[src/hw/rhythm_pkg.sv]
package rhythm_pkg;

    //////////////////////////////
    // Widths
    //////////////////////////////

    // Screen coordinate of a saber tip or block
    typedef logic [11:0] coord_t;

    // Game time in ticks
    typedef logic [17:0] game_time_t;

    typedef logic [11:0] score_t;
    typedef logic [3:0]  health_t;
    typedef logic [2:0]  combo_t;

    //////////////////////////////
    // Enums
    //////////////////////////////

    // DIR_NONE in a beatmap slot means the slot is empty
    typedef enum logic [2:0] {
        DIR_NONE  = 3'd0,
        DIR_UP    = 3'd1,
        DIR_DOWN  = 3'd2,
        DIR_LEFT  = 3'd3,
        DIR_RIGHT = 3'd4
    } swing_dir_t;

    typedef enum logic [1:0] {
        ST_IDLE    = 2'd0,
        ST_PLAYING = 2'd1,
        ST_WON     = 2'd2,
        ST_LOST    = 2'd3
    } game_state_t;

    // Game constants
    localparam health_t HEALTH_START = 4'd4;
    localparam combo_t  COMBO_MAX    = 3'd4;

    // Absolute distance between two coordinates on one axis
    function automatic coord_t coord_dist(input coord_t a, input coord_t b);
        coord_t d;
        d = (a > b) ? (a - b) : (b - a);
        return d;
    endfunction

endpackage

[src/hw/block_sequencer.sv]
`timescale 1ns/1ps

module block_sequencer import rhythm_pkg::*; #(
    parameter int MAX_BLOCKS  = 8,
    parameter int TICK_CYCLES = 16,
    localparam int SLOT_W = (MAX_BLOCKS > 1) ? $clog2(MAX_BLOCKS) : 1
) (
    input  logic              clk_in,
    input  logic              rst_in,
    input  logic              start,
    input  logic              map_wr,
    input  logic [SLOT_W-1:0] map_slot,
    input  game_time_t        map_time,
    input  coord_t            map_x,
    input  coord_t            map_y,
    input  swing_dir_t        map_dir,
    input  game_state_t       game_state,
    input  logic              hit,
    input  logic              miss,
    input  logic [SLOT_W-1:0] judged_slot,
    output logic              tick,
    output game_time_t        curr_time,
    output logic              dec_valid,
    output logic [SLOT_W-1:0] dec_slot,
    output game_time_t        dec_time,
    output coord_t            dec_x,
    output coord_t            dec_y,
    output swing_dir_t        dec_dir,
    output logic              all_resolved
);

    localparam int CNT_W = $clog2(TICK_CYCLES);

    // Beatmap storage
    game_time_t mem_time [MAX_BLOCKS];
    coord_t     mem_x    [MAX_BLOCKS];
    coord_t     mem_y    [MAX_BLOCKS];
    swing_dir_t mem_dir  [MAX_BLOCKS];

    logic [MAX_BLOCKS-1:0] resolved;
    logic [MAX_BLOCKS-1:0] slot_used;
    logic [CNT_W-1:0]      cycle_cnt;
    logic [SLOT_W-1:0]     scan_slot;
    logic                  playing;
    logic                  scan_en;
    logic                  map_wr_ok;

    assign playing   = (game_state == ST_PLAYING);
    assign map_wr_ok = map_wr && (game_state == ST_IDLE);

    // Last cycle of each tick period
    assign tick = playing && (cycle_cnt == CNT_W'(TICK_CYCLES - 1));

    // Slots are read one per cycle at the start of the period
    assign scan_en   = playing && (cycle_cnt < CNT_W'(MAX_BLOCKS));
    assign scan_slot = cycle_cnt[SLOT_W-1:0];

    //////////////////////////////
    // Tick and game time
    //////////////////////////////

    always_ff @(posedge clk_in) begin
        if (rst_in) begin
            cycle_cnt <= '0;
            curr_time <= '0;
        end else if (start) begin
            cycle_cnt <= '0;
            curr_time <= '0;
        end else if (playing) begin
            if (tick) begin
                cycle_cnt <= '0;
                curr_time <= curr_time + 18'd1;
            end else begin
                cycle_cnt <= cycle_cnt + CNT_W'(1);
            end
        end
    end

    //////////////////////////////
    // Beatmap writes
    //////////////////////////////

    always_ff @(posedge clk_in) begin
        if (rst_in) begin
            for (int i = 0; i < MAX_BLOCKS; i++) begin
                mem_dir[i] <= DIR_NONE;
            end
        end else if (map_wr_ok) begin
            mem_dir[map_slot] <= map_dir;
        end
    end

    always_ff @(posedge clk_in) begin
        if (map_wr_ok) begin
            mem_time[map_slot] <= map_time;
            mem_x[map_slot]    <= map_x;
            mem_y[map_slot]    <= map_y;
        end
    end

    // One flag per slot, set when the judge reports it
    always_ff @(posedge clk_in) begin
        if (rst_in || start) begin
            resolved <= '0;
        end else begin
            if (map_wr_ok) begin
                resolved[map_slot] <= 1'b0;
            end
            if (hit || miss) begin
                resolved[judged_slot] <= 1'b1;
            end
        end
    end

    //////////////////////////////
    // Decode stage
    //////////////////////////////

    always_ff @(posedge clk_in) begin
        if (rst_in) begin
            dec_valid <= 1'b0;
        end else begin
            dec_valid <= scan_en && (mem_dir[scan_slot] != DIR_NONE) && !resolved[scan_slot];
        end
    end

    always_ff @(posedge clk_in) begin
        dec_slot <= scan_slot;
        dec_time <= mem_time[scan_slot];
        dec_x    <= mem_x[scan_slot];
        dec_y    <= mem_y[scan_slot];
        dec_dir  <= mem_dir[scan_slot];
    end

    always_comb begin
        for (int i = 0; i < MAX_BLOCKS; i++) begin
            slot_used[i] = (mem_dir[i] != DIR_NONE);
        end
    end

    // Empty map never counts as cleared
    assign all_resolved = (|slot_used) && ((slot_used & ~resolved) == '0);

endmodule

[src/hw/rhythm_core.sv]
`timescale 1ns/1ps

module rhythm_core import rhythm_pkg::*; #(
    parameter int MAX_BLOCKS  = 8,
    parameter int TICK_CYCLES = 16,
    parameter int HIT_WINDOW  = 2,
    parameter int HIT_RADIUS  = 64,
    parameter int SWING_MIN   = 32,
    localparam int SLOT_W = (MAX_BLOCKS > 1) ? $clog2(MAX_BLOCKS) : 1
) (
    input  logic              clk_in,
    input  logic              rst_in,
    input  logic              start,
    input  coord_t            hand_x,
    input  coord_t            hand_y,
    input  logic              map_wr,
    input  logic [SLOT_W-1:0] map_slot,
    input  game_time_t        map_time,
    input  coord_t            map_x,
    input  coord_t            map_y,
    input  swing_dir_t        map_dir,
    output game_state_t       game_state,
    output score_t            score,
    output health_t           health,
    output combo_t            combo,
    output game_time_t        curr_time,
    output logic              hit,
    output logic              miss
);

    //////////////////////////////
    // Internal nets
    //////////////////////////////

    logic              tick;
    logic              dec_valid;
    logic [SLOT_W-1:0] dec_slot;
    game_time_t        dec_time;
    coord_t            dec_x;
    coord_t            dec_y;
    swing_dir_t        dec_dir;
    swing_dir_t        swing_dir;
    logic [SLOT_W-1:0] judged_slot;
    logic              all_resolved;

    // Decode stage
    block_sequencer #(
        .MAX_BLOCKS  (MAX_BLOCKS),
        .TICK_CYCLES (TICK_CYCLES)
    ) u_block_sequencer (
        .clk_in       (clk_in),
        .rst_in       (rst_in),
        .start        (start),
        .map_wr       (map_wr),
        .map_slot     (map_slot),
        .map_time     (map_time),
        .map_x        (map_x),
        .map_y        (map_y),
        .map_dir      (map_dir),
        .game_state   (game_state),
        .hit          (hit),
        .miss         (miss),
        .judged_slot  (judged_slot),
        .tick         (tick),
        .curr_time    (curr_time),
        .dec_valid    (dec_valid),
        .dec_slot     (dec_slot),
        .dec_time     (dec_time),
        .dec_x        (dec_x),
        .dec_y        (dec_y),
        .dec_dir      (dec_dir),
        .all_resolved (all_resolved)
    );

    saber_tracker #(
        .SWING_MIN (SWING_MIN)
    ) u_saber_tracker (
        .clk_in    (clk_in),
        .rst_in    (rst_in),
        .start     (start),
        .tick      (tick),
        .hand_x    (hand_x),
        .hand_y    (hand_y),
        .swing_dir (swing_dir)
    );

    // Execute stage
    slice_judge #(
        .MAX_BLOCKS (MAX_BLOCKS),
        .HIT_WINDOW (HIT_WINDOW),
        .HIT_RADIUS (HIT_RADIUS)
    ) u_slice_judge (
        .clk_in      (clk_in),
        .rst_in      (rst_in),
        .dec_valid   (dec_valid),
        .dec_slot    (dec_slot),
        .dec_time    (dec_time),
        .dec_x       (dec_x),
        .dec_y       (dec_y),
        .dec_dir     (dec_dir),
        .curr_time   (curr_time),
        .swing_dir   (swing_dir),
        .hand_x      (hand_x),
        .hand_y      (hand_y),
        .hit         (hit),
        .miss        (miss),
        .judged_slot (judged_slot)
    );

    // Result stage
    score_keeper u_score_keeper (
        .clk_in       (clk_in),
        .rst_in       (rst_in),
        .start        (start),
        .hit          (hit),
        .miss         (miss),
        .all_resolved (all_resolved),
        .game_state   (game_state),
        .score        (score),
        .health       (health),
        .combo        (combo)
    );

endmodule

[src/hw/saber_tracker.sv]
`timescale 1ns/1ps

module saber_tracker import rhythm_pkg::*; #(
    parameter int SWING_MIN = 32
) (
    input  logic       clk_in,
    input  logic       rst_in,
    input  logic       start,
    input  logic       tick,
    input  coord_t     hand_x,
    input  coord_t     hand_y,
    output swing_dir_t swing_dir
);

    localparam coord_t MIN_MOVE = coord_t'(SWING_MIN);

    // Sample from the previous tick, or from start
    coord_t     prev_x;
    coord_t     prev_y;
    coord_t     dist_x;
    coord_t     dist_y;
    swing_dir_t dir_next;

    assign dist_x = coord_dist(hand_x, prev_x);
    assign dist_y = coord_dist(hand_y, prev_y);

    // Dominant axis decides, x wins a tie
    always_comb begin
        dir_next = DIR_NONE;
        if (dist_x >= dist_y) begin
            if (dist_x >= MIN_MOVE) begin
                dir_next = (hand_x > prev_x) ? DIR_RIGHT : DIR_LEFT;
            end
        end else begin
            if (dist_y >= MIN_MOVE) begin
                // Screen y grows downward
                dir_next = (hand_y > prev_y) ? DIR_DOWN : DIR_UP;
            end
        end
    end

    always_ff @(posedge clk_in) begin
        if (rst_in) begin
            swing_dir <= DIR_NONE;
        end else if (start) begin
            swing_dir <= DIR_NONE;
        end else if (tick) begin
            swing_dir <= dir_next;
        end
    end

    always_ff @(posedge clk_in) begin
        if (start || tick) begin
            prev_x <= hand_x;
            prev_y <= hand_y;
        end
    end

endmodule

[src/hw/score_keeper.sv]
`timescale 1ns/1ps

module score_keeper import rhythm_pkg::*; (
    input  logic        clk_in,
    input  logic        rst_in,
    input  logic        start,
    input  logic        hit,
    input  logic        miss,
    input  logic        all_resolved,
    output game_state_t game_state,
    output score_t      score,
    output health_t     health,
    output combo_t      combo
);

    combo_t combo_inc;
    logic   last_life;

    // Combo after a hit, held at the ceiling
    assign combo_inc = (combo == COMBO_MAX) ? COMBO_MAX : combo + 3'd1;
    assign last_life = (health == health_t'(1));

    //////////////////////////////
    // Game FSM
    //////////////////////////////

    always_ff @(posedge clk_in) begin
        if (rst_in) begin
            game_state <= ST_IDLE;
            score      <= '0;
            combo      <= '0;
            health     <= HEALTH_START;
        end else if (start) begin
            // Restart is allowed from any state
            game_state <= ST_PLAYING;
            score      <= '0;
            combo      <= '0;
            health     <= HEALTH_START;
        end else begin
            case (game_state)
                ST_PLAYING: begin
                    if (hit) begin
                        combo <= combo_inc;
                        score <= score + score_t'(combo_inc);
                    end
                    if (miss) begin
                        combo  <= '0;
                        health <= health - 4'd1;
                    end

                    // Running out of health beats clearing the map
                    if (miss && last_life) begin
                        game_state <= ST_LOST;
                    end else if (all_resolved) begin
                        game_state <= ST_WON;
                    end
                end

                // Idle and ended games wait for start
                default: begin
                    game_state <= game_state;
                end
            endcase
        end
    end

endmodule

[src/hw/slice_judge.sv]
`timescale 1ns/1ps

module slice_judge import rhythm_pkg::*; #(
    parameter int MAX_BLOCKS = 8,
    parameter int HIT_WINDOW = 2,
    parameter int HIT_RADIUS = 64,
    localparam int SLOT_W = (MAX_BLOCKS > 1) ? $clog2(MAX_BLOCKS) : 1
) (
    input  logic              clk_in,
    input  logic              rst_in,
    input  logic              dec_valid,
    input  logic [SLOT_W-1:0] dec_slot,
    input  game_time_t        dec_time,
    input  coord_t            dec_x,
    input  coord_t            dec_y,
    input  swing_dir_t        dec_dir,
    input  game_time_t        curr_time,
    input  swing_dir_t        swing_dir,
    input  coord_t            hand_x,
    input  coord_t            hand_y,
    output logic              hit,
    output logic              miss,
    output logic [SLOT_W-1:0] judged_slot
);

    localparam logic signed [18:0] WINDOW = 19'(HIT_WINDOW);
    localparam coord_t             RADIUS = coord_t'(HIT_RADIUS);

    coord_t     hand_q_x;
    coord_t     hand_q_y;
    coord_t     samp_x;
    coord_t     samp_y;
    game_time_t time_q;

    logic signed [18:0] late;
    logic               in_window;
    logic               dir_ok;
    logic               near;
    logic               hit_now;
    logic               miss_now;

    //////////////////////////////
    // Hand sample at the tick
    //////////////////////////////

    // hand_q holds the value seen at the last edge, so when curr_time
    // has just moved it is the tracker's tick sample
    always_ff @(posedge clk_in) begin
        hand_q_x <= hand_x;
        hand_q_y <= hand_y;
        if (curr_time != time_q) begin
            samp_x <= hand_q_x;
            samp_y <= hand_q_y;
        end
    end

    always_ff @(posedge clk_in) begin
        if (rst_in) begin
            time_q <= '0;
        end else begin
            time_q <= curr_time;
        end
    end

    //////////////////////////////
    // Judgment
    //////////////////////////////

    // Positive when the block is overdue
    assign late      = $signed({1'b0, curr_time}) - $signed({1'b0, dec_time});
    assign in_window = (late <= WINDOW) && (late >= -WINDOW);
    assign dir_ok    = (swing_dir == dec_dir);
    assign near      = (coord_dist(samp_x, dec_x) <= RADIUS) &&
                       (coord_dist(samp_y, dec_y) <= RADIUS);

    assign hit_now  = dec_valid && in_window && dir_ok && near;
    assign miss_now = dec_valid && !hit_now && (late > WINDOW);

    always_ff @(posedge clk_in) begin
        if (rst_in) begin
            hit  <= 1'b0;
            miss <= 1'b0;
        end else begin
            hit  <= hit_now;
            miss <= miss_now;
        end
    end

    always_ff @(posedge clk_in) begin
        judged_slot <= dec_slot;
    end

endmodule

[config.mk]
export PLATFORM = sky130hd
export DESIGN_NAME = rhythm_core
export DESIGN_NICKNAME = d
export VERILOG_FILES = /design/src/hw/rhythm_pkg.sv /design/src/hw/block_sequencer.sv /design/src/hw/rhythm_core.sv /design/src/hw/saber_tracker.sv /design/src/hw/score_keeper.sv /design/src/hw/slice_judge.sv
export SDC_FILE = /design/constraint.sdc
export NUM_CORES = 1
export LEC_CHECK = 0
export BUFFER_PORTS_ARGS = -buffer_cell sky130_fd_sc_hd__buf_2
export CAP_MARGIN = 20
export CORE_UTILIZATION = 45
export CTS_BUF_LIST = sky130_fd_sc_hd__clkbuf_16
export DETAILED_ROUTE_END_ITERATION = 16
export GPL_ROUTABILITY_DRIVEN = 0
export GPL_TIMING_DRIVEN = 0
export PLACE_DENSITY = 0.73
export SETUP_SLACK_MARGIN = 0.15
export SYNTH_ARGS = -nofsm -noshare
export SYNTH_HDL_FRONTEND = slang
export SYNTH_HIERARCHICAL = 1
export SYNTH_SLANG_ARGS = --single-unit
[constraint.sdc]
create_clock -name clk_in -period 3.35 [get_ports clk_in]
set_clock_uncertainty 0.1 [all_clocks]
set_input_delay 0.335 -clock clk_in [delete_from_list [all_inputs] [get_ports clk_in]]
set_output_delay 0.335 -clock clk_in [all_outputs]
set_load 0.1 [all_outputs]
==> flow_metrics.tcl, run 1 <==
set metrics [dict create \
    via_per_inst 5.677 \
    postLayoutCellArea_um2 31860 \
    ios 117 \
    vias 17620 \
    rsz0062_at_grt "yes" \
    synth_ff_type "edfxtp_1" \
    crit_chain "ha_4 -> buf_6 -> buf_4 -> a21oi_1 -> a21oi_1 -> o32a_1 -> nor2_1 -> a211oi_2 -> a21oi_4 -> inv_1 -> ha_1 -> a21o_1 -> a21o_1 -> a21oi_2 -> nand2_1 -> o21ai_2 -> a221o_1 -> o22ai_1" \
    cpMaxStageDelayCell "edfxtp_1" \
    first_pass_iters 5 \
    fin_ws_ns -0.4635 \
    ys_ff_latch 561 \
    worstMarginPinSlew_ns 0.9776 \
    min_path_cells 2 \
    async_flop_share_pct 0 \
    grt_max_degree 34 \
    rr_worst_depth 18 \
    grt_overflow 0 \
    violations "negative setup slack" \
    syn_nets 2202 \
    antenna_left 0 \
    post-place-cells 2879 \
    synth_cells 1989 \
    die_h_um 244.9 \
    tritoncts "yes" \
    pwr_density_cell_nw_per_um2 492.2 \
    outcome "finished, violations left" \
    clk_latency_ns 0.64 \
    root_buffer "clkbuf_16" \
    wl_um 62440 \
    drv_slew 0 \
    critPathLaunchType "flip-flop" \
    synth_edf_count 408 \
    first_iter_violations 1486 \
    timing.final.crit_share_pct 113.8 \
    place_area_um2 28380 \
    yosysSeqAreaShare_pct 57.70 \
    initial_core_util_pct 45.75 \
    cp.required_ns 3.72 \
    cts_num_sinks 561 \
    area_delta_synth_final_pct 20.01 \
    layout-drive-gt1-share_pct 24.99 \
    yosysWarnings 6 \
    slowest_delay_ns 0.43 \
    grt_pass1_vias 17530 \
    wire_per_inst_um 20.12 \
    stdcell_count 3103 \
    antenna_found_initial 9 \
    rows 88 \
    period_minus_slack_ns 3.814 \
    clk_pin_slew_worst_paths_ns 0.06 \
    cap_violations 0 \
    worstPathArrival_ns 4.19 \
    route.detailed.drc 0 \
    timing_worst_setup_path_type "flip-flop to flip-flop" \
    grt_usage_pct 20.44 \
    cts_buffer_depth 3 \
    avgSynthCellArea_um2 13.35 \
    cp-end-kind "flip-flop" \
    port_buffers 116 \
    hold_path_class "input pin to flip-flop" \
    p_leak_nw 12.00 \
    grt_pass1_wl_um 95900 \
    ys_types 105 \
    syn_area_um2 26540 \
    die_w_um 244.9 \
    layout.nets 2497 \
    cp_max_fo 6 \
    setup_viol 4 \
    htreeDepth 2 \
    fmax_mhz 262.2 \
    cts_made_buffers 58 \
    tns_ns -1.421 \
    max_slew_margin_pct 34.67 \
    core_area_um2 58030 \
    die_area_um2 59960 \
    fin_util_pct 54.90 \
    peakVddDrop_mv 0.3381 \
    finalHoldViolations 0 \
    hpwl_um 41430 \
]
-- cell usage after synthesis (42+ instances only) --
| master | instances | area [um2] |
|---|---|---|
| nor2_1 | 113 | 424.2 |
| xnor2_1 | 49 | 429.2 |
| mux4_2 | 86 | 1937 |
| o21ai_0 | 61 | 305.3 |
| a21oi_1 | 112 | 560.5 |
| ha_1 | 131 | 1639 |
| nand2_1 | 70 | 262.8 |
| inv_1 | 155 | 581.8 |
| mux2_2 | 48 | 540.5 |
| nor3_1 | 42 | 210.2 |
| edfxtp_1 | 408 | 12250 |
| dfxtp_1 | 153 | 3063 |
-- worst max-delay path: cells and delay by family (launching register included) --
| kind | cells | cell delay (ns) |
|---|---|---|
| compound gates | 11 | 2.05 |
| fa+ha+maj | 2 | 0.55 |
| buf+inv | 3 | 0.32 |
| flops | 1 | 0.43 |
| simple gates | 2 | 0.24 |
-- routing by layer --
metal | global-route usage [%] | vias to the layer above | wire [um]
li1 | - | 8090 | -
met1 | 26.99 | 8713 | 26380
met2 | 34.47 | 685 | 30480
met3 | 3.236 | 119 | 3851
met4 | 6.489 | 8 | 1689
met5 | 0 | - | 44
-- flip-flops by register name, summed over array words and instances, names as in the netlist, 4 cells and up, named ones only --
| signal | count |
|---|---|
| u_block_sequencer/curr_time | 18 |
| u_block_sequencer/cycle_cnt | 4 |
| u_block_sequencer/dec_time | 18 |
| u_block_sequencer/dec_x | 12 |
| u_block_sequencer/dec_y | 12 |
| u_block_sequencer/mem_dir | 24 |
| u_block_sequencer/mem_time | 144 |
| u_block_sequencer/mem_x | 96 |
| u_block_sequencer/mem_y | 96 |
| u_block_sequencer/resolved | 8 |
| u_saber_tracker/prev_x | 12 |
| u_saber_tracker/prev_y | 12 |
| u_score_keeper/health | 4 |
| u_score_keeper/score | 12 |
| u_slice_judge/hand_q_x | 12 |
| u_slice_judge/hand_q_y | 12 |
| u_slice_judge/samp_x | 12 |
| u_slice_judge/samp_y | 12 |
| u_slice_judge/time_q | 18 |
-- power breakdown --
part           internal (mW)  switching (mW)  total, mW
clock                   3.71            2.69       6.40
combinational          0.755           0.894       1.65
sequential              7.58          0.0544       7.64
-- kinds of logic (layout without fill, tap and decap cells) --
family                     count (synthesis)  in the layout  share of synthesized area, %
AOI/OAI and AO/OA                        353            353                         8.683
DFF                                      561            561                         57.70
muxes                                    164            164                         10.85
adders and majority gates                137            137                         6.627
and+or+nand+nor                          475            475                         9.908
other                                      0              5                             0
xor gates and xnor gates                  78             78                         2.574
buffers and inverters                    221            565                         3.662
-- final cells by class --
class                           instances  area, um2
Antenna cell                            5      12.51
Buffer                                 66      425.4
Clock buffer                           58       1451
Clock inverter                         51      478.0
Fill cell                            4508      26170
Inverter                              155      584.3
Multi-Input combinational cell       1207      10850
Sequential cell                       561      15330
Tap cell                              765      957.2
Timing Repair Buffer                  235       1767
-- metrics by stage --
step                      hold slack (ns)  setup WS [ns]  total power, mW
after floorplan                    0.2096        -0.4964            8.699
after CTS                        0.003438        -0.4046            15.64
final                             0.03578        -0.4635            15.68
after global placement             0.2126         -2.179            9.048
after global routing              0.03238        -0.6465            16.24
after detailed placement           0.2121        -0.7080            9.102
-- what timing repair did --
action / 4_1_cts / 5_1_grt
gates resized for setup: 20 / 93
pin swaps: 22 / 46
buffers inserted: 9 / 33
hold buffers: 68 / 0
hold endpoints to repair: 386 / 0
endpoints found under the setup margin: 5 / 5
-- cells in the final DEF, fill, tap and decap left out, types with 23 or more instances in the layout --
| master | count |
|---|---|
| a21o_1 | 30 |
| a21oi_1 | 102 |
| and2_1 | 29 |
| buf_2 | 132 |
| buf_4 | 44 |
| clkbuf_1 | 23 |
| clkbuf_16 | 58 |
| dfxtp_1 | 144 |
| dlygate4sd3_1 | 68 |
| edfxtp_1 | 408 |
| ha_1 | 116 |
| inv_1 | 156 |
| mux2_2 | 48 |
| mux4_2 | 86 |
| nand2_1 | 67 |
| nand2b_1 | 24 |
| nand3_1 | 24 |
| nand4_1 | 30 |
| nor2_1 | 110 |
| nor2b_1 | 29 |
| nor3_1 | 40 |
| o21ai_0 | 50 |
| xnor2_1 | 46 |
| xor2_1 | 29 |
-- path summary, 6_finish.rpt --
| kind | start | endpoint | slack, ns |
|---|---|---|---|
| worst min-delay path | map_dir[0] | u_block_sequencer/mem_dir[6][0]$_SDFFCE_PN0P_ | 0.04 |
| worst max-delay path | u_saber_tracker/prev_x[2]$_DFFE_PP_ | u_saber_tracker/swing_dir[1]$_SDFFE_PP0P_ | -0.46 |
| worst min register to register | u_block_sequencer/dec_slot[2]$_DFF_P_ | u_slice_judge/judged_slot[2]$_DFF_P_ | 0.23 |
| worst max register to register | u_saber_tracker/prev_x[2]$_DFFE_PP_ | u_saber_tracker/swing_dir[1]$_SDFFE_PP0P_ | -0.46 |
(Power assumes the default switching activity.)
==> inputs of run 2 (changes only) <==
CORE_UTILIZATION = 58   (was 45)
CTS_BUF_LIST = sky130_fd_sc_hd__clkbuf_8   (was sky130_fd_sc_hd__clkbuf_16)
PLACE_DENSITY = 0.78   (was 0.73)
==> run 2 against run 1 <==
Effect of this change:
- via count grew 1.7%
- cell area down 2.3%
- clock power down 10%
- sequential power about the same
- core utilization is 14 points higher
- the run still ends with negative setup slack left
- routed wire length fell by 0.68%
==> flow_metrics.tcl, run 2 (synthesized netlist as in run 1, its figures left out) <==
set metrics [dict create \
    stdcell_count 2979 \
    cts_made_buffers 89 \
    ios 117 \
    final.fill_count 3033 \
    reg2reg_to "u_saber_tracker/swing_dir[1]$_SDFFE_PP0P_" \
    clk_latency_ns 0.66 \
    route.detailed.drc 0 \
    wl_um 62020 \
    grt_max_degree 30 \
    worstPathArrival_ns 4.34 \
    grt_pass1_wl_um 96140 \
    die_w_um 215.9 \
    cts_num_sinks 561 \
    rrSetupSlack_ns -0.57 \
    port_buffers 116 \
    violations "negative setup slack" \
    rsz0062_at_grt "yes" \
    fin_util_pct 68.73 \
    root_buffer "clkbuf_8" \
    vias 17920 \
    antenna_left 0 \
    cts_buffer_depth 3 \
    rr_worst_depth 15 \
    largest_register_ffs 144 \
    die_area_um2 46630 \
    final_cell_mix "edfxtp_1 (408), inv_1 (175), dfxtp_1 (144)" \
    clk_pin_slew_worst_paths_ns 0.07 \
    p_leak_nw 11.92 \
    initial_core_util_pct 58.62 \
    layout.nets 2514 \
    critPathLaunchType "flip-flop" \
    max_slew_margin_pct 32.34 \
    drv_slew 0 \
    grt_overflow 0 \
    area_delta_synth_final_pct 17.25 \
    hpwl_um 41310 \
    grt_usage_pct 26.67 \
    worstMarginPinSlew_ns 1.006 \
    final_common_cell "edfxtp_1" \
    wire_per_inst_um 20.82 \
    critPathTopFamily "compound AO/OA/AOI/OAI gates" \
    reg2reg_from "u_saber_tracker/prev_y[1]$_DFFE_PP_" \
    via_per_inst 6.016 \
    cp_max_fo 3 \
    fin_ws_ns -0.5734 \
    postLayoutCellArea_um2 31120 \
    outcome "finished, violations left" \
    finalHoldViolations 0 \
    place_ws_ns -0.8145 \
    hold_path_class "input pin to flip-flop" \
    pwr_density_cell_nw_per_um2 479.5 \
    cap_violations 0 \
    startpoint "u_saber_tracker/prev_y[1]$_DFFE_PP_" \
    crit_chain "ha_1 -> nor2b_1 -> o31ai_1 -> a211oi_1 -> o21ai_0 -> a32oi_4 -> xnor2_2 -> ha_1 -> a21o_1 -> a21o_1 -> a21oi_2 -> nand2_1 -> o21ai_2 -> a221o_1 -> o22ai_1" \
    holdWs_ns 0.04162 \
    cp.buffers_inverters 0 \
    first_pass_iters 6 \
    core_area_um2 45280 \
    largest_register "u_block_sequencer/mem_time" \
    first_iter_violations 1867 \
    cpMaxStageDelayCell "o31ai_1" \
    layout-drive-gt1-share_pct 24.32 \
    grt_pass1_vias 17820 \
    htreeDepth 3 \
    tritoncts "yes" \
    cp.required_ns 3.76 \
    timing.final.crit_share_pct 117.1 \
    period_minus_slack_ns 3.923 \
    power_mw 14.92 \
    die_h_um 215.9 \
    path_depth 15 \
    peakVddDrop_mv 0.3407 \
    fmax_mhz 254.9 \
    biggestRegsByFlops "u_block_sequencer/mem_time (144), u_block_sequencer/mem_x (96), u_block_sequencer/mem_y (96)" \
    place_area_um2 28200 \
    timing_worst_setup_path_type "flip-flop to flip-flop" \
    slowest_delay_ns 0.47 \
    tns_ns -1.817 \
    cp-end-kind "flip-flop" \
    setup_viol 4 \
    rows 78 \
    post-place-cells 2715 \
    cp-endpoint "u_saber_tracker/swing_dir[1]$_SDFFE_PP0P_" \
    antenna_found_initial 3 \
]
==> run 2: cell types whose count changed in the layout (fill, tap and decap cells not counted), moves of 4 or more <==
cell       before  now
buf_2         132  136
inv_1         156  175
buf_4          44   33
clkinv_1       15   19
clkbuf_4        5    1
clkbuf_8        0   97
ha_4           10    5
ha_1          116  122
mux2i_1        18   23
buf_6          18   12
clkbuf_16      58    0
==> run 2: how the worst min path moves through the flow <==
stage                                                     start                                   end  slack [ns]  depth (start not counted)
after global placement    u_block_sequencer/dec_slot[1]$_DFF_P_  u_slice_judge/judged_slot[1]$_DFF_P_        0.21                          0
final                                                    rst_in    u_slice_judge/time_q[6]$_SDFF_PP0_        0.04                          2
after floorplan           u_block_sequencer/dec_slot[0]$_DFF_P_  u_slice_judge/judged_slot[0]$_DFF_P_        0.21                          0
after CTS                                                rst_in    u_slice_judge/time_q[6]$_SDFF_PP0_      0.0001                          2
after detailed placement  u_block_sequencer/dec_slot[0]$_DFF_P_  u_slice_judge/judged_slot[0]$_DFF_P_        0.22                          0
after global routing                                     rst_in    u_slice_judge/time_q[4]$_SDFF_PP0_        0.03                          2
==> run 2: power breakdown <==
| group | internal [mW] | total (mW) | switching (mW) |
|---|---|---|---|
| combinational | 0.685 | 1.55 | 0.863 |
| sequential | 7.59 | 7.64 | 0.0567 |
| clock | 3.07 | 5.73 | 2.67 |
==> run 2: final cells by class <==
type / instances / area, um2 / area share, %
sequential: 561 / 15330 / 49.25
multi-input combinational: 1207 / 10600 / 34.05
timing repair buffer: 221 / 1679 / 5.395
clock buffer: 97 / 1335 / 4.289
tap: 600 / 750.7 / 2.412
inverter: 155 / 584.3 / 1.877
clock inverter: 70 / 434.2 / 1.395
buffer: 66 / 407.9 / 1.311
antenna: 2 / 5.005 / 0.01608
==> run 2: metal layers <==
layer	vias to the layer above	track usage [%]	part of all wire, %
met5	-	0	0.023
met4	2	10.28	3.4
met3	158	4.933	7.1
met2	823	43.84	48
met1	8828	35.33	41
li1	8110	-	-
==> run 2: repair_timing <==
action	CTS	global route
pin swaps	17	31
hold buffers	70	0
gates resized for setup	27	31
endpoints found under the hold margin	410	0
setup buffers	13	12
setup endpoints to repair	5	5
==> inputs of run 3 (changes only) <==
TNS_END_PERCENT = 5   (was unset)
==> run 3 against run 2 <==
Effect of this change:
- the flow still finishes with violations (negative setup slack)
- setup slack improved by 0.041 ns
- via count fell by 1.5%
- sequential power barely moved
- cell area rose by 0.55%
- core utilization rose by 0.38 points
- clock-buffer cell count rose by 6
- global-route usage fell by 0.34 points
- die area did not move
- critical endpoint unchanged
==> flow_metrics.tcl, run 3 (synthesized netlist as in run 1, its figures left out) <==
set metrics [dict create \
    tns_ns -1.926 \
    clk_pin_slew_worst_paths_ns 0.07 \
    largest_register_ffs 144 \
    cp_max_fo 8 \
    ios 117 \
    via_per_inst 5.924 \
    vias 17660 \
    first_pass_iters 8 \
    period_minus_slack_ns 3.882 \
    startpoint "u_saber_tracker/prev_y[9]$_DFFE_PP_" \
    initial_core_util_pct 58.62 \
    hold_path_class "input pin to flip-flop" \
    cts_num_sinks 561 \
    reg2reg_from "u_saber_tracker/prev_y[9]$_DFFE_PP_" \
    port_buffers 116 \
    rows 78 \
    setup_viol 4 \
    grt_pass1_vias 17740 \
    max_slew_margin_pct 34.83 \
    root_buffer "clkbuf_8" \
    holdWs_ns 0.09133 \
    core_area_um2 45280 \
    drv_slew 0 \
    wire_per_inst_um 20.39 \
    die_h_um 215.9 \
    antenna_found_initial 3 \
    die_area_um2 46630 \
    htreeDepth 3 \
    cap_violations 0 \
    p_leak_nw 11.98 \
    outcome "finished, violations left" \
    min_from "map_slot[2]" \
    cp-end-kind "flip-flop" \
    cts_made_buffers 89 \
    tritoncts "yes" \
    finalHoldViolations 0 \
    grt_pass1_wl_um 95160 \
    critPathLaunchType "flip-flop" \
    layout-drive-gt1-share_pct 24.04 \
    clk_latency_ns 0.68 \
    fmax_mhz 257.6 \
    fin_ws_ns -0.5319 \
    cp.required_ns 3.78 \
    worstMarginPinSlew_ns 0.9753 \
    grt_max_degree 26 \
    area_delta_synth_final_pct 17.90 \
    grt_overflow 0 \
    rsz0062_at_grt "yes" \
    die_w_um 215.9 \
    antenna_left 0 \
    timing_worst_setup_path_type "flip-flop to flip-flop" \
    layout.nets 2519 \
    biggestRegsByFlops "u_block_sequencer/mem_time (144), u_block_sequencer/mem_x (96), u_block_sequencer/mem_y (96)" \
    largest_register "u_block_sequencer/mem_time" \
    final_common_cell "edfxtp_1" \
    final_cell_mix "edfxtp_1 (408), inv_1 (175), dfxtp_1 (150)" \
    place_ws_ns -1.171 \
    grt_usage_pct 26.33 \
    violations "negative setup slack" \
    worstPathArrival_ns 4.31 \
    pwr_density_cell_nw_per_um2 488.9 \
    wl_um 60780 \
    first_iter_violations 1468 \
    cts_buffer_depth 3 \
    timing.final.crit_share_pct 115.9 \
    route.detailed.drc 0 \
    peakVddDrop_mv 0.5189 \
    hpwl_um 40810 \
]
## run 3: layout make-up
cell class,instances,area [um2]
buffer,66,425.4
antenna,2,5.005
tap,600,750.7
fill,3022,13990
timing repair buffer,226,1727
multi-input combinational,1207,10600
clock buffer,103,1418
sequential,561,15320
clock inverter,61,471.7
inverter,155,581.8
## run 3: final timing paths
| path | endpoint | slack (ns) | depth (start not counted) |
|---|---|---|---|
| max | u_saber_tracker/swing_dir[1]$_SDFFE_PP0P_ | -0.53 | 17 |
| min reg2reg | u_slice_judge/judged_slot[2]$_DFF_P_ | 0.22 | 0 |
| min | u_block_sequencer/mem_dir[0][2]$_SDFFCE_PN0P_ | 0.09 | 3 |
| max reg2reg | u_saber_tracker/swing_dir[1]$_SDFFE_PP0P_ | -0.53 | 17 |
## run 3: metal layers
metal / global-route usage (%) / up-vias / part of all wire, %
li1: - / 8126 / -
met1: 34.74 / 8686 / 41
met2: 44.22 / 738 / 49
met3: 4.285 / 107 / 7.3
met4: 9.390 / 2 / 2.5
met5: 0 / - / 0.021
## run 3: critical path: stages (launching register included)
cell      delay (ns)
edfxtp_1        0.42
ha_1            0.33
buf_6           0.14
a21oi_1         0.10
o21a_2          0.23
a21o_1          0.20
buf_4           0.14
a211oi_2        0.28
a32oi_4         0.09
xnor2_2         0.27
ha_4            0.25
a21o_1          0.17
a21o_1          0.20
a21oi_2         0.21
nand2_1         0.10
o21ai_2         0.16
a221o_1         0.26
o22ai_1         0.10
## run 3: timing repair
item,4_1_cts,5_1_grt
endpoints found under the setup margin,4,5
gates resized for setup,47,33
setup buffers,19,10
hold buffers,71,0
pin swaps,30,30
endpoints found under the hold margin,411,0
## run 3: metrics by stage
stage | util [%] | power (mW) | instance area (um2) | cells
final | 69.11 | 15.30 | 31300 | 2981
after CTS | 68.57 | 15.30 | 31050 | 2969
after global placement | 61.56 | 9.003 | 27880 | 2705
after floorplan | - | 8.663 | 26550 | 1989
after global routing | 69.11 | 15.86 | 31300 | 2981
after detailed placement | 62.09 | 9.066 | 28120 | 2715
## run 3: report_power, final
part	internal (mW)	leakage (nW)	total, mW	switching, mW
combinational	0.726	5.92	1.61	0.881
clock	3.37	1.05	6.05	2.69
sequential	7.59	5.00	7.64	0.0552
